===== config.mk =====
export PLATFORM = sky130hd
export DESIGN_NAME = mandel_core
export DESIGN_NICKNAME = d
export VERILOG_FILES = /design/src/verilog/mandel_fix_pkg.sv /design/src/verilog/mandel_regs_pkg.sv /design/src/verilog/mandel_ifs.sv /design/src/verilog/escape_iterator.sv /design/src/verilog/frame_scan.sv /design/src/verilog/mandel_core.sv /design/src/verilog/mandel_host_port.sv
export SDC_FILE = /design/constraint.sdc
export NUM_CORES = 2
export LEC_CHECK = 0
export ABC_AREA = 1
export BUFFER_PORTS_ARGS = -buffer_cell sky130_fd_sc_hd__buf_2
export CAP_MARGIN = 0
export CELL_PAD_IN_SITES_DETAIL_PLACEMENT = 1
export CELL_PAD_IN_SITES_GLOBAL_PLACEMENT = 1
export CORE_MARGIN = 2
export CORE_UTILIZATION = 35
export CTS_CLUSTER_SIZE = 12
export DETAILED_ROUTE_END_ITERATION = 8
export GPL_TIMING_DRIVEN = 1
export PLACE_DENSITY = 0.59
export SLEW_MARGIN = 25
export SYNTH_ARGS = -nofsm -noshare
export SYNTH_HDL_FRONTEND = slang
export SYNTH_HIERARCHICAL = 1
export SYNTH_SLANG_ARGS = --single-unit
export TNS_END_PERCENT = 1

===== constraint.sdc =====
create_clock -name clk -period 14.7 [get_ports clk]
set_input_delay 2.94 -clock clk [delete_from_list [all_inputs] [get_ports clk]]
set_output_delay 2.94 -clock clk [all_outputs]
set_load 0.01 [all_outputs]

===== src/verilog/mandel_fix_pkg.sv =====
package mandel_fix_pkg;

	// Signed 4.23 fixed point
	localparam int FRAC_BITS = 23;
	typedef logic signed [26:0] fix_t;

	// Iteration count, zoom level, RGB332 colour
	typedef logic [31:0] count_t;
	typedef logic [4:0]  zoom_t;
	typedef logic [7:0]  color_t;

	// Pixel step at zoom 0, about 0.00464
	localparam fix_t BASE_STEP = 27'sd39000;

	// Escape thresholds, 4.0 on |z|^2 and 2.0 on each coordinate
	localparam fix_t ESC_MAG_LIMIT   = fix_t'(4 << FRAC_BITS);
	localparam fix_t ESC_COORD_LIMIT = fix_t'(2 << FRAC_BITS);

	// Band colours, band 1 closest to the set, band 9 for fast escapes
	localparam color_t BAND_COLORS [1:9] = '{
		8'b011_001_00,
		8'b011_001_00,
		8'b101_010_01,
		8'b011_001_01,
		8'b001_001_01,
		8'b011_010_10,
		8'b010_100_10,
		8'b010_100_10,
		8'b010_100_10
	};

endpackage


===== src/verilog/mandel_regs_pkg.sv =====
package mandel_regs_pkg;

	// AXI4-Lite bus widths
	localparam int AXI_ADDR_W = 12;
	localparam int AXI_DATA_W = 32;

	// Register map
	localparam logic [AXI_ADDR_W-1:0] REG_CTRL     = 12'h000;
	localparam logic [AXI_ADDR_W-1:0] REG_STATUS   = 12'h004;
	localparam logic [AXI_ADDR_W-1:0] REG_ZOOM     = 12'h008;
	localparam logic [AXI_ADDR_W-1:0] REG_PAN_X    = 12'h00C;
	localparam logic [AXI_ADDR_W-1:0] REG_PAN_Y    = 12'h010;
	localparam logic [AXI_ADDR_W-1:0] REG_ITER_MAX = 12'h014;

	// Pixel words start here, one word per pixel in row-major order
	localparam logic [AXI_ADDR_W-1:0] PIXEL_BASE   = 12'h400;

	// Response codes
	localparam logic [1:0] RESP_OKAY   = 2'b00;
	localparam logic [1:0] RESP_SLVERR = 2'b10;

endpackage

===== src/verilog/mandel_ifs.sv =====
`timescale 1ns/1ps

// One pixel job from the scan to the iterator, and its escape count back
interface escape_job_if;
	import mandel_fix_pkg::*;

	logic   job_valid;
	logic   job_ready;
	fix_t   c_re;
	fix_t   c_im;
	logic   result_valid;
	logic   result_ready;
	count_t count;

	modport scan (output job_valid, c_re, c_im, result_ready,
		input job_ready, result_valid, count);
	modport iterator (input job_valid, c_re, c_im, result_ready,
		output job_ready, result_valid, count);
endinterface

// Frame parameters down to the scan, pixel writes and status back up
interface frame_ctrl_if #(
	parameter int ADDR_W = 8
);
	import mandel_fix_pkg::*;

	logic              start;
	zoom_t             zoom;
	fix_t              pan_x;
	fix_t              pan_y;
	count_t            iter_max;
	logic              pix_we;
	logic [ADDR_W-1:0] pix_addr;
	color_t            pix_color;
	logic              busy;
	logic              done;

	modport host (output start, zoom, pan_x, pan_y, iter_max,
		input pix_we, pix_addr, pix_color, busy, done);
	modport scan (input start, zoom, pan_x, pan_y, iter_max,
		output pix_we, pix_addr, pix_color, busy, done);
endinterface


===== src/verilog/escape_iterator.sv =====
`timescale 1ns/1ps

module escape_iterator (
	input  logic                   clk_i,
	input  logic                   reset_i,
	escape_job_if.iterator         job,
	input  mandel_fix_pkg::count_t iter_max_i
);
	import mandel_fix_pkg::*;

	// One multiplier, three passes per iteration
	typedef enum logic [1:0] {
		ST_IDLE,
		ST_SQ_RE,
		ST_SQ_IM,
		ST_CROSS
	} state_t;

	state_t             state;
	logic               res_valid;
	fix_t               c_re;
	fix_t               c_im;
	fix_t               zr;
	fix_t               zi;
	fix_t               zr_sq;
	fix_t               zi_sq;
	count_t             count;
	fix_t               mul_a;
	fix_t               mul_b;
	logic signed [53:0] prod;
	fix_t               mul_out;
	fix_t               zr_next;
	fix_t               zi_next;
	fix_t               mag_sq;
	logic               escape;

	////////////////////////////////////////////////////////////////////////////
	// Datapath
	////////////////////////////////////////////////////////////////////////////

	// Operand select, cross product outside the squaring passes
	always_comb begin
		mul_a = zr;
		mul_b = zi;
		if (state == ST_SQ_RE) begin
			mul_b = zr;
		end else if (state == ST_SQ_IM) begin
			mul_a = zi;
		end
	end

	// Full product, back to 4.23 with the sign bit kept
	assign prod    = mul_a * mul_b;
	assign mul_out = {prod[53], prod[FRAC_BITS +: 26]};

	assign zr_next = zr_sq - zi_sq + c_re;
	assign zi_next = (mul_out <<< 1) + c_im;
	assign mag_sq  = zr_sq + zi_sq;

	// Negative magnitude means the sum wrapped
	assign escape = (mag_sq > ESC_MAG_LIMIT) || mag_sq[26]
		|| (zr > ESC_COORD_LIMIT) || (zr < -ESC_COORD_LIMIT)
		|| (zi > ESC_COORD_LIMIT) || (zi < -ESC_COORD_LIMIT)
		|| (count == iter_max_i - 1);

	////////////////////////////////////////////////////////////////////////////
	// Control
	////////////////////////////////////////////////////////////////////////////

	always_ff @(posedge clk_i) begin
		if (reset_i) begin
			state     <= ST_IDLE;
			res_valid <= 1'b0;
		end else begin
			if (res_valid && job.result_ready)
				res_valid <= 1'b0;
			case (state)
				ST_IDLE:  if (job.job_valid && job.job_ready) state <= ST_SQ_RE;
				ST_SQ_RE: state <= ST_SQ_IM;
				ST_SQ_IM: state <= ST_CROSS;
				ST_CROSS: begin
					// Count is bumped in this same cycle
					state     <= escape ? ST_IDLE : ST_SQ_RE;
					res_valid <= escape;
				end
			endcase
		end
	end

	always_ff @(posedge clk_i) begin
		case (state)
			ST_IDLE: begin
				if (job.job_valid && job.job_ready) begin
					c_re  <= job.c_re;
					c_im  <= job.c_im;
					zr    <= '0;
					zi    <= '0;
					count <= '0;
				end
			end
			ST_SQ_RE: zr_sq <= mul_out;
			ST_SQ_IM: zi_sq <= mul_out;
			ST_CROSS: begin
				zr    <= zr_next;
				zi    <= zi_next;
				count <= count + 1;
			end
		endcase
	end

	// Next job only after the previous count has been taken
	assign job.job_ready    = (state == ST_IDLE) && !res_valid;
	assign job.result_valid = res_valid;
	assign job.count        = count;

endmodule


===== src/verilog/frame_scan.sv =====
`timescale 1ns/1ps

module frame_scan #(
	parameter int FRAME_W = 16,
	parameter int FRAME_H = 12
) (
	input  logic       clk_i,
	input  logic       reset_i,
	frame_ctrl_if.scan ctrl,
	escape_job_if.scan job
);
	import mandel_fix_pkg::*;

	localparam int NUM_PIX = FRAME_W * FRAME_H;
	localparam int ADDR_W  = $clog2(NUM_PIX);
	localparam int X_W     = $clog2(FRAME_W);

	// Frame parameters held for the whole frame
	fix_t              step;
	fix_t              pan_x_q;
	count_t            iter_max_q;

	// Coordinate of the next job
	fix_t              cx;
	fix_t              cy;
	logic [X_W-1:0]    px;

	logic              busy;
	logic              done;
	logic              job_valid;
	logic              go;
	logic              res_take;
	logic [ADDR_W-1:0] wr_addr;
	color_t            band_color;

	assign go       = ctrl.start && !busy;
	assign res_take = job.result_valid && busy;

	////////////////////////////////////////////////////////////////////////////
	// Frame sequencing
	////////////////////////////////////////////////////////////////////////////

	always_ff @(posedge clk_i) begin
		if (reset_i) begin
			busy      <= 1'b0;
			done      <= 1'b0;
			job_valid <= 1'b0;
		end else if (go) begin
			busy      <= 1'b1;
			done      <= 1'b0;
			job_valid <= 1'b1;
		end else begin
			if (job_valid && job.job_ready)
				job_valid <= 1'b0;
			// Last write ends the frame, otherwise send the next pixel
			if (res_take) begin
				if (wr_addr == ADDR_W'(NUM_PIX - 1)) begin
					busy <= 1'b0;
					done <= 1'b1;
				end else begin
					job_valid <= 1'b1;
				end
			end
		end
	end

	// Coordinates step ahead as soon as a job is handed over
	always_ff @(posedge clk_i) begin
		if (go) begin
			step       <= BASE_STEP >>> ctrl.zoom;
			pan_x_q    <= ctrl.pan_x;
			iter_max_q <= ctrl.iter_max;
			cx         <= ctrl.pan_x;
			cy         <= ctrl.pan_y;
			px         <= '0;
			wr_addr    <= '0;
		end else begin
			if (job_valid && job.job_ready) begin
				if (px == X_W'(FRAME_W - 1)) begin
					// New row, y goes down the screen
					px <= '0;
					cx <= pan_x_q;
					cy <= cy - step;
				end else begin
					px <= px + 1'b1;
					cx <= cx + step;
				end
			end
			if (res_take)
				wr_addr <= wr_addr + 1'b1;
		end
	end

	////////////////////////////////////////////////////////////////////////////
	// Colour bands
	////////////////////////////////////////////////////////////////////////////

	// Smallest k wins, so the loop runs downwards
	always_comb begin
		band_color = BAND_COLORS[9];
		for (int k = 8; k >= 1; k--) begin
			if (job.count >= (iter_max_q >> k))
				band_color = BAND_COLORS[k];
		end
		if (job.count >= iter_max_q - 1)
			band_color = '0;
	end

	assign job.job_valid    = job_valid;
	assign job.c_re         = cx;
	assign job.c_im         = cy;
	assign job.result_ready = busy;
	assign ctrl.pix_we      = res_take;
	assign ctrl.pix_addr    = wr_addr;
	assign ctrl.pix_color   = band_color;
	assign ctrl.busy        = busy;
	assign ctrl.done        = done;

endmodule


===== src/verilog/mandel_core.sv =====
`timescale 1ns/1ps

module mandel_core #(
	parameter int FRAME_W = 16,
	parameter int FRAME_H = 12
) (
	input  logic                                   clk,
	input  logic                                   reset,
	input  logic                                   awvalid_i,
	output logic                                   awready_o,
	input  logic [mandel_regs_pkg::AXI_ADDR_W-1:0]   awaddr_i,
	input  logic                                   wvalid_i,
	output logic                                   wready_o,
	input  logic [mandel_regs_pkg::AXI_DATA_W-1:0]   wdata_i,
	input  logic [mandel_regs_pkg::AXI_DATA_W/8-1:0] wstrb_i,
	output logic                                   bvalid_o,
	input  logic                                   bready_i,
	output logic [1:0]                             bresp_o,
	input  logic                                   arvalid_i,
	output logic                                   arready_o,
	input  logic [mandel_regs_pkg::AXI_ADDR_W-1:0]   araddr_i,
	output logic                                   rvalid_o,
	input  logic                                   rready_i,
	output logic [mandel_regs_pkg::AXI_DATA_W-1:0]   rdata_o,
	output logic [1:0]                             rresp_o
);

	// Host side registers and frame buffer, scan, and one iterator
	frame_ctrl_if #(.ADDR_W($clog2(FRAME_W * FRAME_H))) ctrl_if ();
	escape_job_if job_if ();

	mandel_host_port #(.FRAME_W(FRAME_W), .FRAME_H(FRAME_H)) u_host (
		.clk_i(clk), .reset_i(reset),
		.awvalid_i, .awready_o, .awaddr_i, .wvalid_i, .wready_o, .wdata_i, .wstrb_i,
		.bvalid_o, .bready_i, .bresp_o,
		.arvalid_i, .arready_o, .araddr_i, .rvalid_o, .rready_i, .rdata_o, .rresp_o,
		.ctrl(ctrl_if.host)
	);

	frame_scan #(.FRAME_W(FRAME_W), .FRAME_H(FRAME_H)) u_scan (
		.clk_i(clk), .reset_i(reset), .ctrl(ctrl_if.scan), .job(job_if.scan)
	);

	escape_iterator u_iter (
		.clk_i(clk), .reset_i(reset), .job(job_if.iterator), .iter_max_i(ctrl_if.iter_max)
	);

endmodule


===== src/verilog/mandel_host_port.sv =====
`timescale 1ns/1ps

module mandel_host_port #(
	parameter int FRAME_W = 16,
	parameter int FRAME_H = 12
) (
	input  logic                                 clk_i,
	input  logic                                 reset_i,
	input  logic                                 awvalid_i,
	output logic                                 awready_o,
	input  logic [mandel_regs_pkg::AXI_ADDR_W-1:0] awaddr_i,
	input  logic                                 wvalid_i,
	output logic                                 wready_o,
	input  logic [mandel_regs_pkg::AXI_DATA_W-1:0] wdata_i,
	input  logic [mandel_regs_pkg::AXI_DATA_W/8-1:0] wstrb_i,
	output logic                                 bvalid_o,
	input  logic                                 bready_i,
	output logic [1:0]                           bresp_o,
	input  logic                                 arvalid_i,
	output logic                                 arready_o,
	input  logic [mandel_regs_pkg::AXI_ADDR_W-1:0] araddr_i,
	output logic                                 rvalid_o,
	input  logic                                 rready_i,
	output logic [mandel_regs_pkg::AXI_DATA_W-1:0] rdata_o,
	output logic [1:0]                           rresp_o,
	frame_ctrl_if.host                           ctrl
);
	import mandel_fix_pkg::*;
	import mandel_regs_pkg::*;

	localparam int NUM_PIX = FRAME_W * FRAME_H;
	localparam int ADDR_W  = $clog2(NUM_PIX);

	logic                  wr_go;
	logic                  ar_go;
	logic                  start_q;
	zoom_t                 zoom_q;
	fix_t                  pan_x_q;
	fix_t                  pan_y_q;
	count_t                iter_max_q;
	logic [AXI_ADDR_W-1:0] pix_off;
	logic                  pix_hit;
	logic                  rd_stage;
	logic [AXI_ADDR_W-1:0] rd_addr;
	logic                  rd_pix;
	color_t                pix_q;
	logic [AXI_DATA_W-1:0] rd_word;
	logic                  rd_ok;
	color_t                fb [NUM_PIX];

	// Byte lanes of a write merged into the old value
	function automatic logic [AXI_DATA_W-1:0] merge_bytes(
		input logic [AXI_DATA_W-1:0]   old_v,
		input logic [AXI_DATA_W-1:0]   new_v,
		input logic [AXI_DATA_W/8-1:0] strb
	);
		logic [AXI_DATA_W-1:0] res;
		res = old_v;
		for (int b = 0; b < AXI_DATA_W / 8; b++) begin
			if (strb[b])
				res[8*b +: 8] = new_v[8*b +: 8];
		end
		return res;
	endfunction

	////////////////////////////////////////////////////////////////////////////
	// Write channel
	////////////////////////////////////////////////////////////////////////////

	// Address and data taken together, one response outstanding
	assign wr_go     = awvalid_i && wvalid_i && !bvalid_o;
	assign awready_o = wr_go;
	assign wready_o  = wr_go;

	always_ff @(posedge clk_i) begin
		if (reset_i) begin
			bvalid_o   <= 1'b0;
			start_q    <= 1'b0;
			zoom_q     <= '0;
			pan_x_q    <= '0;
			pan_y_q    <= '0;
			iter_max_q <= count_t'(64);
		end else begin
			start_q <= 1'b0;
			if (bvalid_o && bready_i)
				bvalid_o <= 1'b0;
			if (wr_go) begin
				bvalid_o <= 1'b1;
				case (awaddr_i)
					// Start request dropped while a frame runs
					REG_CTRL: start_q <= wdata_i[0] && wstrb_i[0] && !ctrl.busy;
					REG_ZOOM:
						zoom_q <= zoom_t'(merge_bytes(AXI_DATA_W'(zoom_q), wdata_i, wstrb_i));
					REG_PAN_X:
						pan_x_q <= fix_t'(merge_bytes(AXI_DATA_W'(pan_x_q), wdata_i, wstrb_i));
					REG_PAN_Y:
						pan_y_q <= fix_t'(merge_bytes(AXI_DATA_W'(pan_y_q), wdata_i, wstrb_i));
					REG_ITER_MAX: iter_max_q <= merge_bytes(iter_max_q, wdata_i, wstrb_i);
					default: ;
				endcase
			end
		end
	end

	// STATUS takes writes silently, pixel words are read only
	always_ff @(posedge clk_i) begin
		if (wr_go)
			bresp_o <= (awaddr_i inside {REG_CTRL, REG_STATUS, REG_ZOOM, REG_PAN_X,
				REG_PAN_Y, REG_ITER_MAX}) ? RESP_OKAY : RESP_SLVERR;
	end

	////////////////////////////////////////////////////////////////////////////
	// Read channel and frame buffer
	////////////////////////////////////////////////////////////////////////////

	assign ar_go     = arvalid_i && !rd_stage && !rvalid_o;
	assign arready_o = ar_go;
	assign pix_off   = araddr_i - PIXEL_BASE;
	assign pix_hit   = (araddr_i >= PIXEL_BASE) && (pix_off < AXI_ADDR_W'(4 * NUM_PIX));

	// Two cycle read, memory then output register
	always_ff @(posedge clk_i) begin
		if (reset_i) begin
			rd_stage <= 1'b0;
			rvalid_o <= 1'b0;
		end else begin
			rd_stage <= ar_go;
			if (rd_stage)
				rvalid_o <= 1'b1;
			else if (rvalid_o && rready_i)
				rvalid_o <= 1'b0;
		end
	end

	always_ff @(posedge clk_i) begin
		if (ctrl.pix_we)
			fb[ctrl.pix_addr] <= ctrl.pix_color;
		if (ar_go && pix_hit)
			pix_q <= fb[pix_off[ADDR_W+1:2]];
		if (ar_go) begin
			rd_addr <= araddr_i;
			rd_pix  <= pix_hit;
		end
		if (rd_stage) begin
			rdata_o <= rd_word;
			rresp_o <= rd_ok ? RESP_OKAY : RESP_SLVERR;
		end
	end

	always_comb begin
		rd_word = '0;
		rd_ok   = 1'b1;
		case (rd_addr)
			REG_CTRL:     rd_word = '0;
			REG_STATUS:   rd_word = {30'd0, ctrl.busy, ctrl.done};
			REG_ZOOM:     rd_word = {27'd0, zoom_q};
			REG_PAN_X:    rd_word = {5'd0, pan_x_q};
			REG_PAN_Y:    rd_word = {5'd0, pan_y_q};
			REG_ITER_MAX: rd_word = iter_max_q;
			default: begin
				rd_ok = rd_pix;
				if (rd_pix)
					rd_word = {24'd0, pix_q};
			end
		endcase
	end

	assign ctrl.start    = start_q;
	assign ctrl.zoom     = zoom_q;
	assign ctrl.pan_x    = pan_x_q;
	assign ctrl.pan_y    = pan_y_q;
	assign ctrl.iter_max = iter_max_q;

endmodule


==> qor.yml <==
post_cts_buffers: 0
setup_tns_ps: 0
drive_above_1_share_pct: 5.59
crit_type: "reg2reg"
dieWidth_um: 595
clk_path_buf_depth: 4
yosys.area.top_type: "edfxtp_1"
grt_max_degree: 195
tightestPinTransition_ps: 1130
synth_adder_area_share_pct: 17.8
fillerInstances: 39289
cts_buffers: 223
routed_wl_um: 449000
yosys-top-cells-area: "edfxtp_1 (47%), fa_1 (13%), nand2_1 (9.4%), nand3_1 (5.7%), inv_1 (5.0%)"
syn_area_um2: 122000
drt_pass1_iterations: 6
cp_slowest_cell: "inv_1"
drc_errors: 0
ys_top_cells_by_count: "nand2_1 (3065), edfxtp_1 (1914), inv_1 (1616)"
endpoint_kind: "flop"
worst_hold_startpoint: "u_host/ctrl.pan_x[5]"
worstSetupStartpointType: "flop"
ys_warn_count: 6
yosysUniqueCellTypes: 66
synth_top_family_by_area: "simple AND/OR/NAND/NOR gates"
rsz0062_at_grt: "false"
synth_seq_cells: 2027
syn_inst: 12543
synth.top_cell.area_share_pct: 46.9
synth_xor_area_share_pct: 0.917
instances_no_fill: 17265
synth_area_per_cell_um2: 9.76
finalSetupViolations: 0
cap_violations: 0
cts_tree: "done"
ys_seq_area_share_pct: 48.8
path_delay_family: "adder cells"
drt_iter0_markers: 6571
finalHoldViolCount: 0
vias: 91247
slew_headroom_pct: 24.5
synth_edf_count: 1914
fmax_mhz: 83.0
dp.cells: 16860
final.period_utilization_pct: 81.9
synthToLayoutAreaGrowth_pct: 9.80
critPathMaxStageDelay_ps: 920
grt_pass1_vias: 96620
dp_hpwl_um: 319000
path_clk_slew_ps: 60
grt_overflow: 0
register_area_um2: 59700
crit_fanout: 42
finalNetCount: 13826
grt_pass1_wl_um: 662000
async_reset_ff_share_pct: 0
row_count: 217
r2r-start: "u_iter/state[0]"
drtAntennaViolNets: 0
critPathRequiredTime_ps: 15330
start_util_pct: 35.1
worstPathArrival_ps: 12670
synth.most_common_cell: "nand2_1"
cts_hold_buffers: 0
grt_usage_pct: 25.1
multiInputGateArea_um2: 54100
clk_latency_ps: 930
crit_path_start: "u_iter/state[0]"
report.final.slew_viol_count: 0
avgRoutedWirePerCell_um: 26.0
fin_hold_ws_ps: 465
cts_sinks: 2027
die-area_um2: 355000
viasPerCell: 5.29
finClkSkew_ps: 120
core_area_um2: 349000
io_pins: 108
design_area_um2: 134000
synthFlopType: "edfxtp_1"
antenna_found_initial: 10
hp-class: "reg2reg"
synth-simple-area-share_pct: 19.9
htreeDepth: 4
min_period_ps: 12040
cts.root.buffer_cell: "clkbuf_16"
placed_cell_area_um2: 127000
synth_compound_area_share_pct: 5.42
portBuffers: 105
cts_resized: 0
path_buf_inv: 7
status: "complete, no violations"
die_y_um: 595
place.gp.congestion: 0.936
synth_mux_area_share_pct: 0
path_common_cell: "fa_1"
## cell type report
cell class / instances / share of cell area, %
Tap cell: 4599 / 4.28
Antenna cell: 8 / 0.0149
Inverter: 1638 / 4.60
Sequential cell: 2027 / 44.4
Clock buffer: 277 / 4.33
Timing Repair Buffer: 244 / 1.28
Clock inverter: 118 / 0.785
Multi-Input combinational cell: 8354 / 40.3
## per-stage QoR
stage	utilization, %	worst slack, ps
after floorplan	-	3320
after global placement	36.5	2620
after detailed placement	36.5	2520
after CTS	38.5	2550
after global routing	38.5	1940
final	38.5	2660
## kinds of logic (layout without fill, tap and decap cells)
| family | after synthesis | in the layout |
|---|---|---|
| buffers and inverters | 2163 | 2277 |
| adders and majority gates | 1271 | 1271 |
| other | 1 | 10 |
| DFF | 2027 | 2027 |
| AOI/OAI and AO/OA | 1189 | 1189 |
| and+or+nand+nor | 5767 | 5767 |
| xor gates and xnor gates | 125 | 125 |
## final timing paths
path / slack [ps] / to / cells after the start
min reg2reg: 460 / u_scan/pan_x_q[5] / 0
max: 2660 / u_iter/zi[25] / 38
min: 460 / u_scan/pan_x_q[5] / 0
max reg2reg: 2660 / u_iter/zi[25] / 38
## layer usage
layer  track usage, %  vias up  share of wire (%)
met2             42.8     2252                 48
met1             32.0    46950                 42
met5                0        -             0.0029
met3             3.21      767                4.5
li1                 -    41276                  -
met4             10.8        2                4.9
## cells in the final DEF, fill, tap and decap left out, drive strengths merged, types with 54 or more instances in the layout
| cell | n |
|---|---|
| a21oi | 612 |
| buf | 244 |
| clkbuf | 277 |
| clkinv | 101 |
| dfxtp | 113 |
| edfxtp | 1914 |
| fa | 790 |
| ha | 481 |
| inv | 1637 |
| nand2 | 3080 |
| nand3 | 1400 |
| nand4 | 62 |
| nor2 | 1038 |
| nor3 | 83 |
| o21ai | 324 |
| o31ai | 54 |
| xor2 | 84 |
## registers in the layout, indices dropped and copies added, names as in the netlist, 2 cells and up
| signal | cells |
|---|---|
| u_host/fb | 1536 |
| u_host/ctrl.iter_max | 32 |
| u_host/rdata_o | 32 |
| u_iter/job.count | 32 |
| u_scan/iter_max_q | 32 |
| u_host/ctrl.pan_x | 27 |
| u_host/ctrl.pan_y | 27 |
| u_iter/c_im | 27 |
| u_iter/c_re | 27 |
| u_iter/zi | 27 |
| u_iter/zi_sq | 27 |
| u_iter/zr | 27 |
| u_iter/zr_sq | 27 |
| u_scan/job.c_im | 27 |
| u_scan/job.c_re | 27 |
| u_scan/pan_x_q | 27 |
| u_scan/step | 16 |
| u_host/rd_addr | 12 |
| u_host/pix_q | 8 |
| u_scan/ctrl.pix_addr | 8 |
| u_host/ctrl.zoom | 5 |
| u_scan/px | 4 |
| u_iter/state | 2 |
Power is left out: the tool's default activity adds up to more than one toggle a clock period on the data nets, which glitch-free logic cannot reach.
